--- src/board_pkg.sv ---
// board register bus definitions

package board_pkg;

    // ----------------------------------------------------------
    // bus widths
    // ----------------------------------------------------------

    localparam int quad_width = 32;         // one data quadlet
    localparam int addr_width = 16;         // register bus address

    // ----------------------------------------------------------
    // address spaces, held in addr[15:12]
    // ----------------------------------------------------------

    localparam logic [3:0] addr_main = 4'h0;    // board registers and channels
    localparam logic [3:0] addr_hub  = 4'h2;    // hub quadlet memory

    // ----------------------------------------------------------
    // board register offsets, addr[3:0] of channel 0
    // ----------------------------------------------------------

    localparam logic [3:0] reg_status      = 4'h0;  // id, watchdog flags
    localparam logic [3:0] reg_version     = 4'h1;  // firmware version
    localparam logic [3:0] reg_scratch     = 4'h2;  // free read/write word
    localparam logic [3:0] reg_wdog_period = 4'h3;  // watchdog period

    // status word bit positions
    // board id sits in bits 3..0
    localparam int status_timeout_bit = 8;
    localparam int status_led_bit     = 9;

    // firmware release reported by reg_version
    localparam logic [31:0] fw_version = 32'h0000_0107;

    // ----------------------------------------------------------
    // watchdog
    // ----------------------------------------------------------

    localparam int wdog_period_width = 16;  // stored period bits
    localparam int wdog_count_width  = 32;  // holds period * tick

    // ----------------------------------------------------------
    // real-time block read layout
    // ----------------------------------------------------------

    // quad 0..3 are main registers
    localparam int blk_main_quads = 4;

    // then per-motor quads, offsets 0 and 1 of each channel
    localparam int mot_quads = 2;

    // then per-encoder quads starting at channel offset 2
    localparam int enc_quads        = 5;
    localparam int enc_first_offset = 2;

    // largest block the 8-bit quad index can reach
    localparam int blk_max_quads = 256;

endpackage
--- src/read_addr_translate.sv ---
// real-time block read address translation

module read_addr_translate #(
    parameter int num_motors   = 4,
    parameter int num_encoders = 4
) (
    input  logic [board_pkg::addr_width-1:0] raddr_in,   // host read address
    input  logic                             blk_rt_rd,  // block read in progress
    output logic [board_pkg::addr_width-1:0] raddr_out   // address seen by the bus
);

    // first quad index of each section in the block
    localparam int mot_first = board_pkg::blk_main_quads;
    localparam int enc_first = mot_first + board_pkg::mot_quads * num_motors;
    localparam int blk_quads = enc_first + board_pkg::enc_quads * num_encoders;

    logic [7:0] quad_idx;   // q, index within the block
    logic [7:0] mot_idx;    // q relative to the motor section
    logic [7:0] enc_idx;    // q relative to the encoder section
    logic [7:0] mot_chan;
    logic [7:0] mot_offs;
    logic [7:0] enc_chan;
    logic [7:0] enc_offs;

    assign quad_idx = raddr_in[7:0];
    assign mot_idx  = quad_idx - 8'(mot_first);
    assign enc_idx  = quad_idx - 8'(enc_first);

    // channels count from 1, channel 0 is the board itself
    assign mot_chan = mot_idx / 8'(board_pkg::mot_quads) + 8'd1;
    assign mot_offs = mot_idx % 8'(board_pkg::mot_quads);
    assign enc_chan = enc_idx / 8'(board_pkg::enc_quads) + 8'd1;
    assign enc_offs = enc_idx % 8'(board_pkg::enc_quads) + 8'(board_pkg::enc_first_offset);

    // ----------------------------------------------------------
    // block map
    // ----------------------------------------------------------

    always_comb begin
        raddr_out = raddr_in;   // plain reads pass through
        if (blk_rt_rd) begin
            if (int'(quad_idx) < mot_first) begin
                // main register q of channel 0
                raddr_out = {board_pkg::addr_main, 8'h00, quad_idx[3:0]};
            end else if (int'(quad_idx) < enc_first) begin
                raddr_out = {board_pkg::addr_main, 4'h0, mot_chan[3:0], mot_offs[3:0]};
            end else if (int'(quad_idx) < blk_quads) begin
                raddr_out = {board_pkg::addr_main, 4'h0, enc_chan[3:0], enc_offs[3:0]};
            end
            // indices past the block keep the host address
        end
    end

    // quad index is only 8 bits wide
    if (blk_quads > board_pkg::blk_max_quads) begin : g_blk_len_check
        $error("block read of %0d quads exceeds the quad index range", blk_quads);
    end

endmodule

--- config.mk ---
export PLATFORM = sky130hd
export DESIGN_NAME = read_addr_translate
export DESIGN_NICKNAME = d
export VERILOG_FILES = /design/src/board_pkg.sv /design/src/read_addr_translate.sv
export SDC_FILE = /design/constraint.sdc
export NUM_CORES = 1
export LEC_CHECK = 0
export BUFFER_PORTS_ARGS = -buffer_cell sky130_fd_sc_hd__buf_2
export CORE_MARGIN = 2
export CORE_UTILIZATION = 60
export DETAILED_ROUTE_END_ITERATION = 12
export PLACE_DENSITY = 0.83
export REMOVE_ABC_BUFFERS = 1
export SYNTH_ARGS = -nofsm -noshare
export SYNTH_HDL_FRONTEND = slang
export SYNTH_SLANG_ARGS = --single-unit
--- constraint.sdc ---
create_clock -name vclk -period 11.1
set_input_delay 1.11 -clock vclk [all_inputs]
set_output_delay 1.11 -clock vclk [all_outputs]
set_load 0.1 [all_outputs]
==> results.yml <==
critical_path:
  critPathTopFamily: "compound AO/OA/AOI/OAI gates"
  cp_max_fo: 24
  critPathArrivalTime_ns: 8.99
  required_ns: 9.99
  cpPeakStageDelay_ns: 0.92
  cp-start-kind: "input port"
  path_class: "in2out"
  end_kind: "output port"
  cp_common_cell: "ha_1"
  slowest_stage: "ha_1"
  path_buf_inv: 5
power_and_ir_drop:
  ir_worst_vdd_mv: 0.0851
  totalPowerFinal_uw: 244
  p_leak_nw: 0.840
  power_density_nw_per_um2: 112
synth:
  yosys_warnings: 0
  avgSynthCellArea_um2: 7.04
  synth_cells: 287
  synth_seq_area_share_pct: 0
  netlist_area_um2: 2020
  yosysUniqueCellTypes: 74
placed_design:
  dpl.hpwl_um: 4510
  port_buffers: 33
  dp_slack_ns: 1.17
  place.gp.congestion: 1.01
  placed_area_um2: 2170
finish:
  layout-drive-gt1-share_pct: 19.3
  final_common_cell: "buf_2"
  design_area_um2: 2170
  antennaDiodeCount: 0
  final_cell_mix: "buf_2 (33), nor2_1 (19), nand3_1 (18)"
  seq_cells: 0
  regArea_um2: 0
  syn2layout_area_growth_pct: 7.50
  nClkBuffers: 0
  layout.nets: 338
routing:
  drc: 0
  avgRoutedWirePerCell_um: 16.8
  dr.pass1.iters: 6
  avgViaCountPerCell: 7.05
  drt-total-wl_um: 5910
  vias: 2474
  drtIter0Drc: 403
  ant_nets: 0
timing:
  finalCritPeriodShare_pct: 91.0
  hold_violations: 0
  max_freq_mhz: 99.0
  slew_headroom_pct: 42.9
  setup_viol: 0
  tightest_slew_ns: 0.854
  whs_ns: 2.71
  slew_viol_final: 0
  worst_slack_ns: 1.00
  fin_crit_ns: 10.10
  rsz0062_at_grt: "no"
  fin_tns_setup_ns: 0
floorplanning:
  core-area_um2: 3280
  start_util_pct: 61.5
  ios: 33
  die_y_um: 62.0
  rows: 21
  dieArea_um2: 3850
  die_w_um: 62.0
clock_tree:
  cts_resized: 0
  cts_hold_buf: 0
  post_cts.repair.setup_buffers: 0
flow_run:
  drv_cap: 0
global_routing:
  grt-ovfl-total: 0
  grt_pass1_vias: 2140
  track_usage_pct: 31.9
  grt_start_max_net_pins: 25
  grt_pass1_wl_um: 9690
  antenna_found_initial: 0
status:
  status: "completed"
worst_hold_path:
  hold_class: "in2out"
==> stage by stage <==
step           std cells  utilization, %
6_report             351            66.1
5_1_grt              351            66.1
4_1_cts              351            66.1
3_5_place_dp         351            66.1
3_3_place_gp         351            66.1
2_1_floorplan        272               -
==> cell usage after synthesis, drive strengths merged (6+ instances only) <==
cell | count | area, um^2
ha | 14 | 175
xnor2 | 9 | 93.8
nor3 | 8 | 61.3
o21ai | 20 | 104
nand4 | 7 | 43.8
buf | 10 | 52.6
nor4 | 8 | 56.3
a21oi | 19 | 110
inv | 11 | 41.3
nand2 | 13 | 48.8
a32oi | 7 | 61.3
nor2 | 23 | 101
o211ai | 12 | 90.1
and3 | 6 | 37.5
nand3 | 19 | 108
and2 | 13 | 81.3
==> area by class of cell <==
cell class         instances  area [um^2]
repair buffers            33          165
well taps                 46         57.6
inverters                 12         45.0
fillers                  282         1110
multi-input cells        260         1900
==> metal layers <==
layer  part of all wire, %  GRT usage, %  up-vias  wire length (um)
met2                    48          54.6      172              2810
met5                     0             0        -                 0
met1                    42          44.3     1109              2460
li1                      -             -     1173                 -
met3                   9.3          3.11       20               550
met4                   1.5          4.26        0                86
==> power by group <==
group / switching [mW] / total, mW / internal [mW]
registers: 0 / 0 / 0
logic: 0.164 / 0.244 / 0.0804
clock network: 0 / 0 / 0
==> logic make-up (layout without fill, tap and decap cells) <==
family | after synthesis | after routing | synth area share (%)
simple gates | 121 | 121 | 35.1
compound gates | 108 | 108 | 40.4
buf+inv | 27 | 45 | 5.76
fa+ha+maj | 14 | 14 | 8.67
xor+xnor | 11 | 11 | 6.44
mux | 6 | 6 | 3.66
==> worst paths after layout <==
check	start	to	cells after the start
worst max-delay path	raddr_in[2]	raddr_out[3]	31
worst min-delay path	raddr_in[9]	raddr_out[9]	3
Note: power is estimated with default switching activity, not from simulation.
