===== src/board_pkg.sv =====
// board register bus definitions

package board_pkg;

    // ----------------------------------------------------------
    // bus widths
    // ----------------------------------------------------------

    localparam int quad_width = 32;         // one data quadlet
    localparam int addr_width = 16;         // register bus address

    // ----------------------------------------------------------
    // address spaces, held in addr[15:12]
    // ----------------------------------------------------------

    localparam logic [3:0] addr_main = 4'h0;    // board registers and channels
    localparam logic [3:0] addr_hub  = 4'h2;    // hub quadlet memory

    // ----------------------------------------------------------
    // board register offsets, addr[3:0] of channel 0
    // ----------------------------------------------------------

    localparam logic [3:0] reg_status      = 4'h0;  // id, watchdog flags
    localparam logic [3:0] reg_version     = 4'h1;  // firmware version
    localparam logic [3:0] reg_scratch     = 4'h2;  // free read/write word
    localparam logic [3:0] reg_wdog_period = 4'h3;  // watchdog period

    // status word bit positions
    // board id sits in bits 3..0
    localparam int status_timeout_bit = 8;
    localparam int status_led_bit     = 9;

    // firmware release reported by reg_version
    localparam logic [31:0] fw_version = 32'h0000_0107;

    // ----------------------------------------------------------
    // watchdog
    // ----------------------------------------------------------

    localparam int wdog_period_width = 16;  // stored period bits
    localparam int wdog_count_width  = 32;  // holds period * tick

    // ----------------------------------------------------------
    // real-time block read layout
    // ----------------------------------------------------------

    // quad 0..3 are main registers
    localparam int blk_main_quads = 4;

    // then per-motor quads, offsets 0 and 1 of each channel
    localparam int mot_quads = 2;

    // then per-encoder quads starting at channel offset 2
    localparam int enc_quads        = 5;
    localparam int enc_first_offset = 2;

    // largest block the 8-bit quad index can reach
    localparam int blk_max_quads = 256;

endpackage

===== src/hub_mem.sv =====
// hub quadlet memory

module hub_mem #(
    parameter int hub_depth = 64    // quadlets, power of two
) (
    input  logic                             sysclk,
    input  logic                             reset,
    input  logic [board_pkg::addr_width-1:0] reg_raddr,
    input  logic [board_pkg::addr_width-1:0] reg_waddr,
    input  logic [board_pkg::quad_width-1:0] reg_wdata,
    input  logic                             reg_wen,
    output logic [board_pkg::quad_width-1:0] reg_rdata  // one cycle after reg_raddr
);

    localparam int idx_w = $clog2(hub_depth);

    logic [board_pkg::quad_width-1:0] mem [hub_depth];
    logic                             hub_wr;
    logic [idx_w-1:0]                 widx;     // write quad index
    logic [idx_w-1:0]                 ridx;     // read quad index

    // ----------------------------------------------------------
    // address decode
    // ----------------------------------------------------------

    assign hub_wr = reg_wen && (reg_waddr[15:12] == board_pkg::addr_hub);

    // low address bits wrap modulo the depth
    assign widx = reg_waddr[idx_w-1:0];
    assign ridx = reg_raddr[idx_w-1:0];

    // ----------------------------------------------------------
    // storage and registered read
    // ----------------------------------------------------------

    always_ff @(posedge sysclk) begin
        if (reset) begin
            for (int i = 0; i < hub_depth; i++) begin
                mem[i] <= '0;   // hub starts empty
            end
            reg_rdata <= '0;
        end else begin
            if (hub_wr) begin
                mem[widx] <= reg_wdata;
            end
            // read every cycle, the mux only uses it in hub space
            // a write to the same quad shows up one cycle later
            reg_rdata <= mem[ridx];
        end
    end

    // index slicing needs a power-of-two depth of at least 2
    if ((hub_depth < 2) || ((hub_depth & (hub_depth - 1)) != 0)) begin : g_depth_check
        $error("hub_depth %0d is not a power of two", hub_depth);
    end

endmodule


===== config.mk =====
export PLATFORM = sky130hd
export DESIGN_NAME = hub_mem
export DESIGN_NICKNAME = d
export VERILOG_FILES = /design/src/board_pkg.sv /design/src/hub_mem.sv
export SDC_FILE = /design/constraint.sdc
export NUM_CORES = 2
export LEC_CHECK = 0
export BUFFER_PORTS_ARGS = -buffer_cell sky130_fd_sc_hd__buf_2
export CAP_MARGIN = 20
export CORE_ASPECT_RATIO = 2
export CORE_MARGIN = 2
export CORE_UTILIZATION = 63
export DETAILED_ROUTE_END_ITERATION = 16
export GPL_ROUTABILITY_DRIVEN = 1
export PLACE_DENSITY_LB_ADDON = 0.12
export SLEW_MARGIN = 30
export SYNTH_ARGS = -nofsm -noshare
export SYNTH_HDL_FRONTEND = slang
export SYNTH_SLANG_ARGS = --single-unit

===== constraint.sdc =====
create_clock -name sysclk -period 2.9 [get_ports sysclk]
set_input_delay 0.145 -clock sysclk [delete_from_list [all_inputs] [get_ports sysclk]]
set_output_delay 0.145 -clock sysclk [all_outputs]
set_load 0.005 [all_outputs]

==> run_results.csv <==
group,metric,value,unit
outcome,status,"finished with violations",
outcome,failed_checks,"hold timing",
synth,syn_inst,5815,
worst_setup_path,worstSetupPathType,"reg -> reg",
synth,async_flop_share,0,%
routing,via_count,52890,
sta,holdWs,-0.002703,ns
power_and_ir_drop,power_density,616.6,nW/µm²
synth,ys_seq_area_share,66.17,%
placement,place_ws,-0.03378,ns
floorplanning,die_width,277.0,µm
power_and_ir_drop,switching_share,22.67,%
layout,final_nets,6017,
floorplanning,die_h,550.0,µm
clock_network,clk_path_buf_depth,4,
clock_network,cts_root_buf,"clkbuf_16",
layout,ff_latch_area,62140,µm²
sta,clock.fmax,390.8,MHz
worst_setup_path,worstRegToRegCells,5,
placement,globalplace.congestion,0.9157,
routing,avgViaCountPerCell,6.601,
floorplanning,start_util,63.39,%
sta,relSlewSlack,28.54,%
min_path,min_path_type,"in -> reg",
clock_network,postCtsSetupRepairBufs,0,
floorplanning,ioPinCount,99,
synth,synth.cell_area,93910,µm²
synth,synth_warnings,0,
worst_setup_path,worstPathMaxFanout,1,
layout,multi_input_area,29350,µm²
power_and_ir_drop,vdd_drop_max,0.5626,mV
power_and_ir_drop,seq_power_share,53.8,%
worst_setup_path,critPathMaxStageDelay,0.62,ns
sta,fin_crit_sh,88.23,%
worst_setup_path,path_cells,"mux4_2, mux2i_1, mux2i_1, o211ai_1, nand2_1",
synth,ys_ff_latch,2080,
worst_setup_path,critPathArrivalTime,3.17,ns
floorplanning,core,148100,µm²
power_and_ir_drop,power.leakage,0.03700,µW
worst_setup_path,endpoint,"reg_rdata[7]$_SDFF_PP0_",
routing,drtAntennaViolNets,0,
routing,post_drt_wl_per_cell,34.13,µm
sta,clock_skew,0.02919,ns
grt,grt_pass1_wl,388.4,mm
grt,grt-ovfl-total,0,
placement,dp_hpwl,176.8,mm
grt,antenna_found_initial,26,
grt,grt_max_degree,85,
floorplanning,rows,200,
clock_network,cts_sinks,2080,
worst_setup_path,worst_path_max_delay_cell,"o211ai_1",
power_and_ir_drop,power_frac_clock,37.4,%
worst_setup_path,required,3.51,ns
clock_network,cts_tree,"built",
synth,syn-num-nets,5882,
sta,hold_viol,5,
sta,slew_violations,0,
layout,n_fill_cell,9406,
clock_network,numCtsBuffers,181,
layout,drive_above_1_share,24.94,%
routing,drtPass1Iterations,6,
synth,avgSynthCellArea,16.15,µm²
worst_setup_path,reg2reg_from,"mem[39][7]$_SDFFCE_PN0P_",
grt,track_usage,36.39,%
sta,fin_crit,2.559,ns
power_and_ir_drop,internal_power,50170,µW
routing,wirelength,273.4,mm
worst_setup_path,crit_path_frequent_cell,"mux2i_1",
worst_setup_path,setup.worst_path.end_class,"flip-flop",
power_and_ir_drop,p_sw,14710,µW
clock_network,clk_pin_slew,0.07,ns
worst_setup_path,reg2reg_slack,0.34,ns
synth,synth_ff_type,"edfxtp_1",
sta,worstMarginPinSlew,1.064,ns
layout,syn_to_final_growth,12.04,%
worst_setup_path,cp-startpoint,"mem[39][7]$_SDFFCE_PN0P_",
sta,setup_viol,0,
placement,io_buffer_count,82,
routing,drc,0,
worst_setup_path,r2r-end,"reg_rdata[7]$_SDFF_PP0_",
grt,grt_pass1_vias,53400,
synth,ys_types,52,
sta,rsz0062_at_grt,"false",
synth,synth-edff-count,2048,
job,cap_violations,0,
worst_setup_path,startpoint_type,"flip-flop",
routing,drtIter0Drc,7010,
clock_network,htreeDepth,4,
power_and_ir_drop,power_frac_comb,8.8,%
sta,layout_setup_ws,0.3413,ns
floorplanning,die_area,152400,µm²
clock_network,clk-insertion-delay-late,0.83,ns
[cell type report]
type | count | area share, %
clock inverters | 90 | 0.8847
flip-flops and latches | 2080 | 59.06
diodes | 10 | 0.02378
clock buffers | 226 | 4.612
well taps | 1919 | 2.282
multi-input cells | 3139 | 27.89
repair buffers | 548 | 5.248
[cell families after synthesis]
logic type	Yosys count	share of synthesized area, %
and+or+nand+nor	2312	15.09
DFF	2080	66.17
muxes	690	14.95
buffers and inverters	596	2.755
AOI/OAI and AO/OA	137	1.039
[synth_stat cells, drive strengths merged (2+ instances only)]
master	n	area, µm²
mux2i	104	1041
clkbuf	431	1648
mux4	568	12790
nand2b	12	75.07
o22ai	12	75.07
nor2b	17	106.4
o221ai	2	17.52
nor3	9	45.04
edfxtp	2048	61500
a22o	4	35.03
nand2	40	150.1
o21ai	9	45.04
mux2	18	202.7
buf	165	939.6
nand3	16	85.08
a211oi	6	45.04
a221oi	4	35.03
o211ai	6	45.04
and2	2052	12840
or2	67	419.2
nor2	84	315.3
a2111oi	2	17.52
a21oi	20	100.1
dfxtp	32	640.6
a22oi	48	360.4
or3b	2	17.52
a221o	6	60.06
nor4	3	18.77
a31oi	8	50.05
nand3b	5	45.04
[routing by layer]
layer | vias to the layer above | global-route usage (%) | routed length (µm) | share of wire [%]
li1 | 21600 | - | - | -
met1 | 27500 | 45.09 | 90640 | 33
met2 | 3048 | 60.48 | 136000 | 50
met3 | 728 | 6.113 | 26000 | 9.5
met4 | 22 | 22.57 | 20700 | 7.6
met5 | - | 0 | 142 | 0.052
[state kept, by name, summed over array words and instances (netlist names)]
signal,flops
mem,2048
reg_rdata,32
[worst min path at each step]
stage                                end                      from  cells after the start
3_5_place_dp                reg_rdata[7]   reg_rdata[7]$_SDFF_PP0_                      1
4_1_cts        mem[60][18]$_SDFFCE_PN0P_             reg_wdata[18]                      3
2_1_floorplan   reg_rdata[28]$_SDFF_PP0_              reg_raddr[5]                      3
6_report       mem[10][29]$_SDFFCE_PN0P_             reg_wdata[29]                      2
3_3_place_gp               reg_rdata[21]  reg_rdata[21]$_SDFF_PP0_                      1
5_1_grt         mem[5][29]$_SDFFCE_PN0P_             reg_wdata[29]                      2
[layout by cell type, fill, tap and decap left out, types with 16 or more instances in the layout]
cell / Yosys / routed
and2_1: 2052 / 2052
edfxtp_1: 2048 / 2048
mux4_2: 568 / 568
buf_4: 52 / 334
clkbuf_16: 0 / 184
buf_12: 0 / 122
mux2i_1: 104 / 104
buf_2: 61 / 73
or2_2: 67 / 67
nor2_2: 0 / 64
a22oi_1: 48 / 48
nand2_1: 40 / 40
clkbuf_1: 407 / 33
dfxtp_1: 32 / 32
clkinv_2: 0 / 30
clkinv_1: 0 / 26
nor2_1: 84 / 20
a21oi_1: 20 / 20
mux2_2: 18 / 18
bufinv_16: 0 / 18
nor2b_1: 17 / 16
[per-stage QoR]
step | instance area (µm²) | total power [µW] | std cells | TNS, ns | util, %
floorplan | 93910 | 38260 | 5815 | 0 | -
global placement | 99250 | 40970 | 7671 | 0 | 67.00
detailed placement | 99260 | 41150 | 7671 | -0.03378 | 67.00
CTS | 105200 | 64890 | 8002 | 0 | 71.01
global route | 105200 | 66230 | 8005 | 0 | 71.01
finish | 105200 | 64870 | 8012 | 0 | 71.03
[critical path: cells and delay by family (launching register included)]
kind             cells  cell delay (ns)
AO/OA/AOI/OAI        1             0.62
flip-flops           1             0.36
AND/OR/NAND/NOR      1             0.29
multiplexers         3             1.08
[power by group through the flow]
stage	registers [µW]	clock network, µW	logic, µW
global route	35000	25400	5820
global placement	35400	0	5560
floorplan	35300	0	2960
detailed placement	35500	0	5610
finish	34900	24300	5720
CTS	34900	24400	5650
[timing repair]
action                     4_1_cts  5_1_grt
hold buffers                    15        0
hold endpoints to repair       166        0
resized for setup                0        0
setup endpoints to repair        0        0
Note: power is estimated with default switching activity, not from simulation.
