## config.mk

```make
export PLATFORM = sky130hd
export DESIGN_NAME = board_regs
export DESIGN_NICKNAME = d
export VERILOG_FILES = /design/src/board_pkg.sv /design/src/board_regs.sv
export SDC_FILE = /design/constraint.sdc
export NUM_CORES = 1
export LEC_CHECK = 0
export BUFFER_PORTS_ARGS = -buffer_cell sky130_fd_sc_hd__buf_2
export CAP_MARGIN = 20
export CORE_AREA = 2 2 141 109
export DETAILED_ROUTE_END_ITERATION = 16
export DIE_AREA = 0 0 143 111
export PLACE_DENSITY = 0.87
export SLEW_MARGIN = 40
export SYNTH_ARGS = -nofsm -noshare
export SYNTH_HDL_FRONTEND = slang
export SYNTH_SLANG_ARGS = --single-unit
```

## constraint.sdc

```tcl
create_clock -name sysclk -period 7.1 [get_ports sysclk]
set_input_delay 1.065 -clock sysclk [delete_from_list [all_inputs] [get_ports sysclk]]
set_output_delay 1.065 -clock sysclk [all_outputs]
set_load 0.01 [all_outputs]
```

## src/board_pkg.sv

```systemverilog
// board register bus definitions

package board_pkg;

    // ----------------------------------------------------------
    // bus widths
    // ----------------------------------------------------------

    localparam int quad_width = 32;         // one data quadlet
    localparam int addr_width = 16;         // register bus address

    // ----------------------------------------------------------
    // address spaces, held in addr[15:12]
    // ----------------------------------------------------------

    localparam logic [3:0] addr_main = 4'h0;    // board registers and channels
    localparam logic [3:0] addr_hub  = 4'h2;    // hub quadlet memory

    // ----------------------------------------------------------
    // board register offsets, addr[3:0] of channel 0
    // ----------------------------------------------------------

    localparam logic [3:0] reg_status      = 4'h0;  // id, watchdog flags
    localparam logic [3:0] reg_version     = 4'h1;  // firmware version
    localparam logic [3:0] reg_scratch     = 4'h2;  // free read/write word
    localparam logic [3:0] reg_wdog_period = 4'h3;  // watchdog period

    // status word bit positions
    // board id sits in bits 3..0
    localparam int status_timeout_bit = 8;
    localparam int status_led_bit     = 9;

    // firmware release reported by reg_version
    localparam logic [31:0] fw_version = 32'h0000_0107;

    // ----------------------------------------------------------
    // watchdog
    // ----------------------------------------------------------

    localparam int wdog_period_width = 16;  // stored period bits
    localparam int wdog_count_width  = 32;  // holds period * tick

    // ----------------------------------------------------------
    // real-time block read layout
    // ----------------------------------------------------------

    // quad 0..3 are main registers
    localparam int blk_main_quads = 4;

    // then per-motor quads, offsets 0 and 1 of each channel
    localparam int mot_quads = 2;

    // then per-encoder quads starting at channel offset 2
    localparam int enc_quads        = 5;
    localparam int enc_first_offset = 2;

    // largest block the 8-bit quad index can reach
    localparam int blk_max_quads = 256;

endpackage
```

## src/board_regs.sv

```systemverilog
// board registers and watchdog

module board_regs #(
    parameter int wdog_tick = 50000     // sysclk cycles per period unit
) (
    input  logic                             sysclk,
    input  logic                             reset,
    input  logic [3:0]                       board_id,   // rotary switch
    input  logic [board_pkg::addr_width-1:0] reg_raddr,
    input  logic [board_pkg::addr_width-1:0] reg_waddr,
    input  logic [board_pkg::quad_width-1:0] reg_wdata,
    input  logic                             reg_wen,
    input  logic                             wdog_clear,  // drop the timeout flag
    output logic [board_pkg::quad_width-1:0] reg_rdata,
    output logic                             wdog_period_led,
    output logic [2:0]                       wdog_period_status,
    output logic                             wdog_timeout
);

    localparam int pw = board_pkg::wdog_period_width;
    localparam int cw = board_pkg::wdog_count_width;

    logic [board_pkg::quad_width-1:0] scratch;
    logic [pw-1:0]                    wdog_period;  // 0 turns the watchdog off
    logic [cw-1:0]                    wdog_count;   // cycles since last write
    logic [cw-1:0]                    wdog_limit;   // count that trips the flag
    logic                             main_wr;
    logic                             period_wr;
    logic                             wdog_hit;

    // writes to channel 0 of the main space only
    assign main_wr   = reg_wen && (reg_waddr[15:12] == board_pkg::addr_main)
                       && (reg_waddr[7:4] == 4'h0);
    assign period_wr = main_wr && (reg_waddr[3:0] == board_pkg::reg_wdog_period);

    // ----------------------------------------------------------
    // writable registers
    // ----------------------------------------------------------

    always_ff @(posedge sysclk) begin
        if (reset) begin
            scratch     <= '0;
            wdog_period <= '0;
        end else if (main_wr) begin
            case (reg_waddr[3:0])
                board_pkg::reg_scratch:     scratch     <= reg_wdata;
                board_pkg::reg_wdog_period: wdog_period <= reg_wdata[pw-1:0];  // low half
                default: ;                  // read-only or unmapped
            endcase
        end
    end

    // ----------------------------------------------------------
    // watchdog
    // ----------------------------------------------------------

    assign wdog_limit = cw'(wdog_period) * cw'(wdog_tick);

    // count stops at the limit so the flag sets once per idle stretch
    always_ff @(posedge sysclk) begin
        if (reset || reg_wen || (wdog_period == '0)) begin
            wdog_count <= '0;   // any bus write restarts it
        end else if (wdog_count != wdog_limit) begin
            wdog_count <= wdog_count + 1'b1;
        end
    end

    // next edge brings the count to the limit
    assign wdog_hit = !reg_wen && (wdog_count == wdog_limit - 1'b1);

    always_ff @(posedge sysclk) begin
        if (reset || wdog_clear || period_wr) begin
            wdog_timeout <= 1'b0;
        end else if (wdog_hit) begin
            wdog_timeout <= 1'b1;
        end
    end

    assign wdog_period_led = (wdog_period != '0);

    // coarse period range for the LED display
    always_comb begin
        if (wdog_period == '0)            wdog_period_status = 3'd0;  // off
        else if (wdog_period < pw'(16))   wdog_period_status = 3'd1;
        else if (wdog_period < pw'(256))  wdog_period_status = 3'd2;
        else if (wdog_period < pw'(4096)) wdog_period_status = 3'd3;
        else                              wdog_period_status = 3'd4;
    end

    // ----------------------------------------------------------
    // read decode, space check is done in the read mux
    // ----------------------------------------------------------

    always_comb begin
        reg_rdata = '0;     // unknown offsets read 0
        case (reg_raddr[3:0])
            board_pkg::reg_status: begin
                reg_rdata[3:0]                         = board_id;
                reg_rdata[board_pkg::status_timeout_bit] = wdog_timeout;
                reg_rdata[board_pkg::status_led_bit]     = wdog_period_led;
            end
            board_pkg::reg_version:     reg_rdata = board_pkg::fw_version;
            board_pkg::reg_scratch:     reg_rdata = scratch;
            board_pkg::reg_wdog_period: reg_rdata = {{(board_pkg::quad_width - pw){1'b0}},
                                                     wdog_period};
            default: ;
        endcase
    end

    // timeout must only come from a running watchdog
    assert property (@(posedge sysclk) disable iff (reset)
                     $rose(wdog_timeout) |-> wdog_period_led)
        else $error("wdog_timeout rose with the watchdog period off");

endmodule

```

==> results.toml <==
[status]
status = "completed"

[synthesis]
ys_ff_latch = 81
yosysWarnings = 0
synth_top_cell_by_area = "dfxtp_1"
syn_area_sq_um = 8490
postSynthAreaPerCell_sq_um = 8.22
syn-num-nets = 1261
seq_area_frac_synth_pct = 19.1
yosysMostFrequentCell = "nand2_1"
ys_types = 78
netlist_top_cells_count = "nand2_1 (135), inv_1 (114), ha_1 (112), a21oi_1 (81), dfxtp_1 (81)"
ys.flop_type = "dfxtp_1"
synth_top_area_share_pct = 19.1
netlist_instances = 1033
synthArstFlopShare_pct = 0
synthTopCellsByArea = "dfxtp_1 (19%), ha_1 (17%), fa_1 (10%)"
synth_edf_count = 0

[cts]
clk_pin_slew_ns = 0.07
cts_buffer_depth = 2
htreeDepth = 3
cts_tree = "yes"
cts_setup_buffers = 0
worst_skew_pair.late_latency_ns = 0.36
clock_sinks = 81
numCtsBuffers = 9
cts-root-buf = "clkbuf_16"
post_cts_resized = 0
postCtsHoldBufs = 0

[detailed_routing]
vias_per_cell = 5.66
drt_pass1_iterations = 5
dr.first_iter.drc_count = 696
ant_nets = 0
wl_microns = 19700
drc = 0
wl_per_cell_microns = 15.1
vias = 7386

[timing]
setup_tns_ns = 0
rsz0062_at_grt = "false"
setup_viol = 0
fmax_ghz = 0.158
hold_viol_final = 0
slew_viol_final = 0
tightestPinTransition_ns = 0.670
min_period_over_period_pct = 88.9
fin_crit_ns = 6.31
slew_headroom_pct = 55.0
skew_ns = 0.0122

[setup_path]
cp.required_ns = 7.33
crit_type = "flip-flop to flip-flop"
worstPathCellList = "inv_1, ha_1, ha_1, inv_1, fa_1, fa_1, fa_1, inv_1, ha_1, a21oi_1, o21ai_1, a31oi_1, nand4_1, a31o_2, a2111oi_2, a311oi_1, nand4b_1, nor4_2, mux2i_1, nor2_1"
cp_num_buf_inv = 3
cp_slowest_stage_delay_ns = 0.64
crit_path_top_delay_cell = "nor4_2"
critPathArrivalTime_ns = 6.54
crit_path_start_kind = "flip-flop"
crit_fanout = 9
cp-end-kind = "flip-flop"
cp_top_family = "adder cells"

[layout]
area_growth_pct = 10.2
drive_above_1_share_pct = 13.3
nets = 1324
antennaDiodeCount = 0
fin_cells = 1306
nFillCells = 1208

[power]
switching_power_uw = 244
power_density_nw_per_um2 = 103
peakVddDrop_uv = 115
seqPwrFrac_pct = 47.3
power_uw = 961
power.internal_uw = 717
combPwrFrac_pct = 3.6
power.share.clock_pct = 49.2
swShare_pct = 25.4
p_leak_uw = 0.00434

[floorplan]
die_x_microns = 143
dieArea_sq_um = 15900
io_pins = 109
die_h_microns = 111
fp-row-count = 39
coreArea_sq_um = 14700
start_util_pct = 57.8

[place]
dp_hpwl_microns = 15500
port_buffers = 92
globalplace.congestion = 0.945
dpl.cell_count = 1290

[global_routing]
grt_usage_pct = 25.3
grt_pass1_wl_microns = 32800
antenna_found_initial = 0
grt_max_degree = 51
grt-ovfl-total = 0
grt_pass1_vias = 6727

[flow_run]
drv_cap = 0

[min_path]
hold_class = "flip-flop to flip-flop"
## path summary, 6_finish.rpt
check	from	to	slack [ns]	cells after the start
min	scratch[18]	scratch[18]	0.45	2
min reg2reg	scratch[18]	scratch[18]	0.45	2
max	wdog_period[4]	wdog_count[1]	0.79	20
max reg2reg	wdog_period[4]	wdog_count[1]	0.79	20
## worst register-to-register path: stages (launching register included)
cell,delay [ns]
dfxtp_1,0.51
inv_1,0.09
ha_1,0.31
ha_1,0.32
inv_1,0.08
fa_1,0.50
fa_1,0.53
fa_1,0.55
inv_1,0.04
ha_1,0.40
a21oi_1,0.29
o21ai_1,0.17
a31oi_1,0.21
nand4_1,0.17
a31o_2,0.33
a2111oi_2,0.35
a311oi_1,0.14
nand4b_1,0.25
nor4_2,0.64
mux2i_1,0.27
nor2_1,0.05
## cell usage in the layout (no fill, tap or decap), drive strengths merged, types with 12 or more instances in the layout
cell / instances
nand2: 135
inv: 118
ha: 112
buf: 94
a21oi: 81
dfxtp: 81
nor2: 58
xor2: 45
fa: 44
xnor2: 37
o21ai: 26
nand4: 25
and2: 24
nor3: 21
nand3: 19
nor4: 13
and3: 12
or3: 12
## layer usage
metal	track usage, %	up-vias	share of wire (%)
met5	0	-	0
met4	5.08	0	0.85
met3	5.79	16	7.6
met2	35.8	240	42
met1	39.2	3460	49
li1	-	3670	-
## area by class of cell
type	instances	area, sq um	share of cell area (%)
multi-input combinational	796	6270	67.1
clock buffer	9	225	2.41
tap	205	256	2.74
clock inverter	7	71.3	0.763
sequential	81	1620	17.3
inverter	114	428	4.58
timing repair buffer	94	478	5.11
## flip-flops by register name, indices dropped and copies added, names as in the netlist
name,cells
wdog_timeout,1
wdog_count,32
wdog_period,16
scratch,32
## metrics by stage
stage | util, % | cell area, sq um | worst slack [ns] | hold slack [ns]
5_1_grt | 63.7 | 9350 | 0.402 | 0.460
3_5_place_dp | 61.6 | 9050 | 0.867 | 0.439
6_report | 63.7 | 9350 | 0.791 | 0.446
3_3_place_gp | 61.6 | 9050 | 0.926 | 0.434
4_1_cts | 63.6 | 9340 | 0.843 | 0.448
2_1_floorplan | - | 8490 | 1.68 | 0.427
## kinds of logic after synthesis
family | synth area share [%]
compound gates | 15.9
xor+xnor | 8.81
fa+ha+maj | 26.9
buf+inv | 7.12
flops | 19.1
mux | 0.973
simple gates | 21.2
## power by group through the flow
stage | logic (uW) | clock network, uW | registers (uW)
6_report | 34.2 | 472 | 454
5_1_grt | 37.4 | 496 | 454
4_1_cts | 33.4 | 476 | 454
3_5_place_dp | 33.1 | 0 | 465
3_3_place_gp | 32.9 | 0 | 465
2_1_floorplan | 12.6 | 0 | 465
Power figures use the tool's default switching activity.
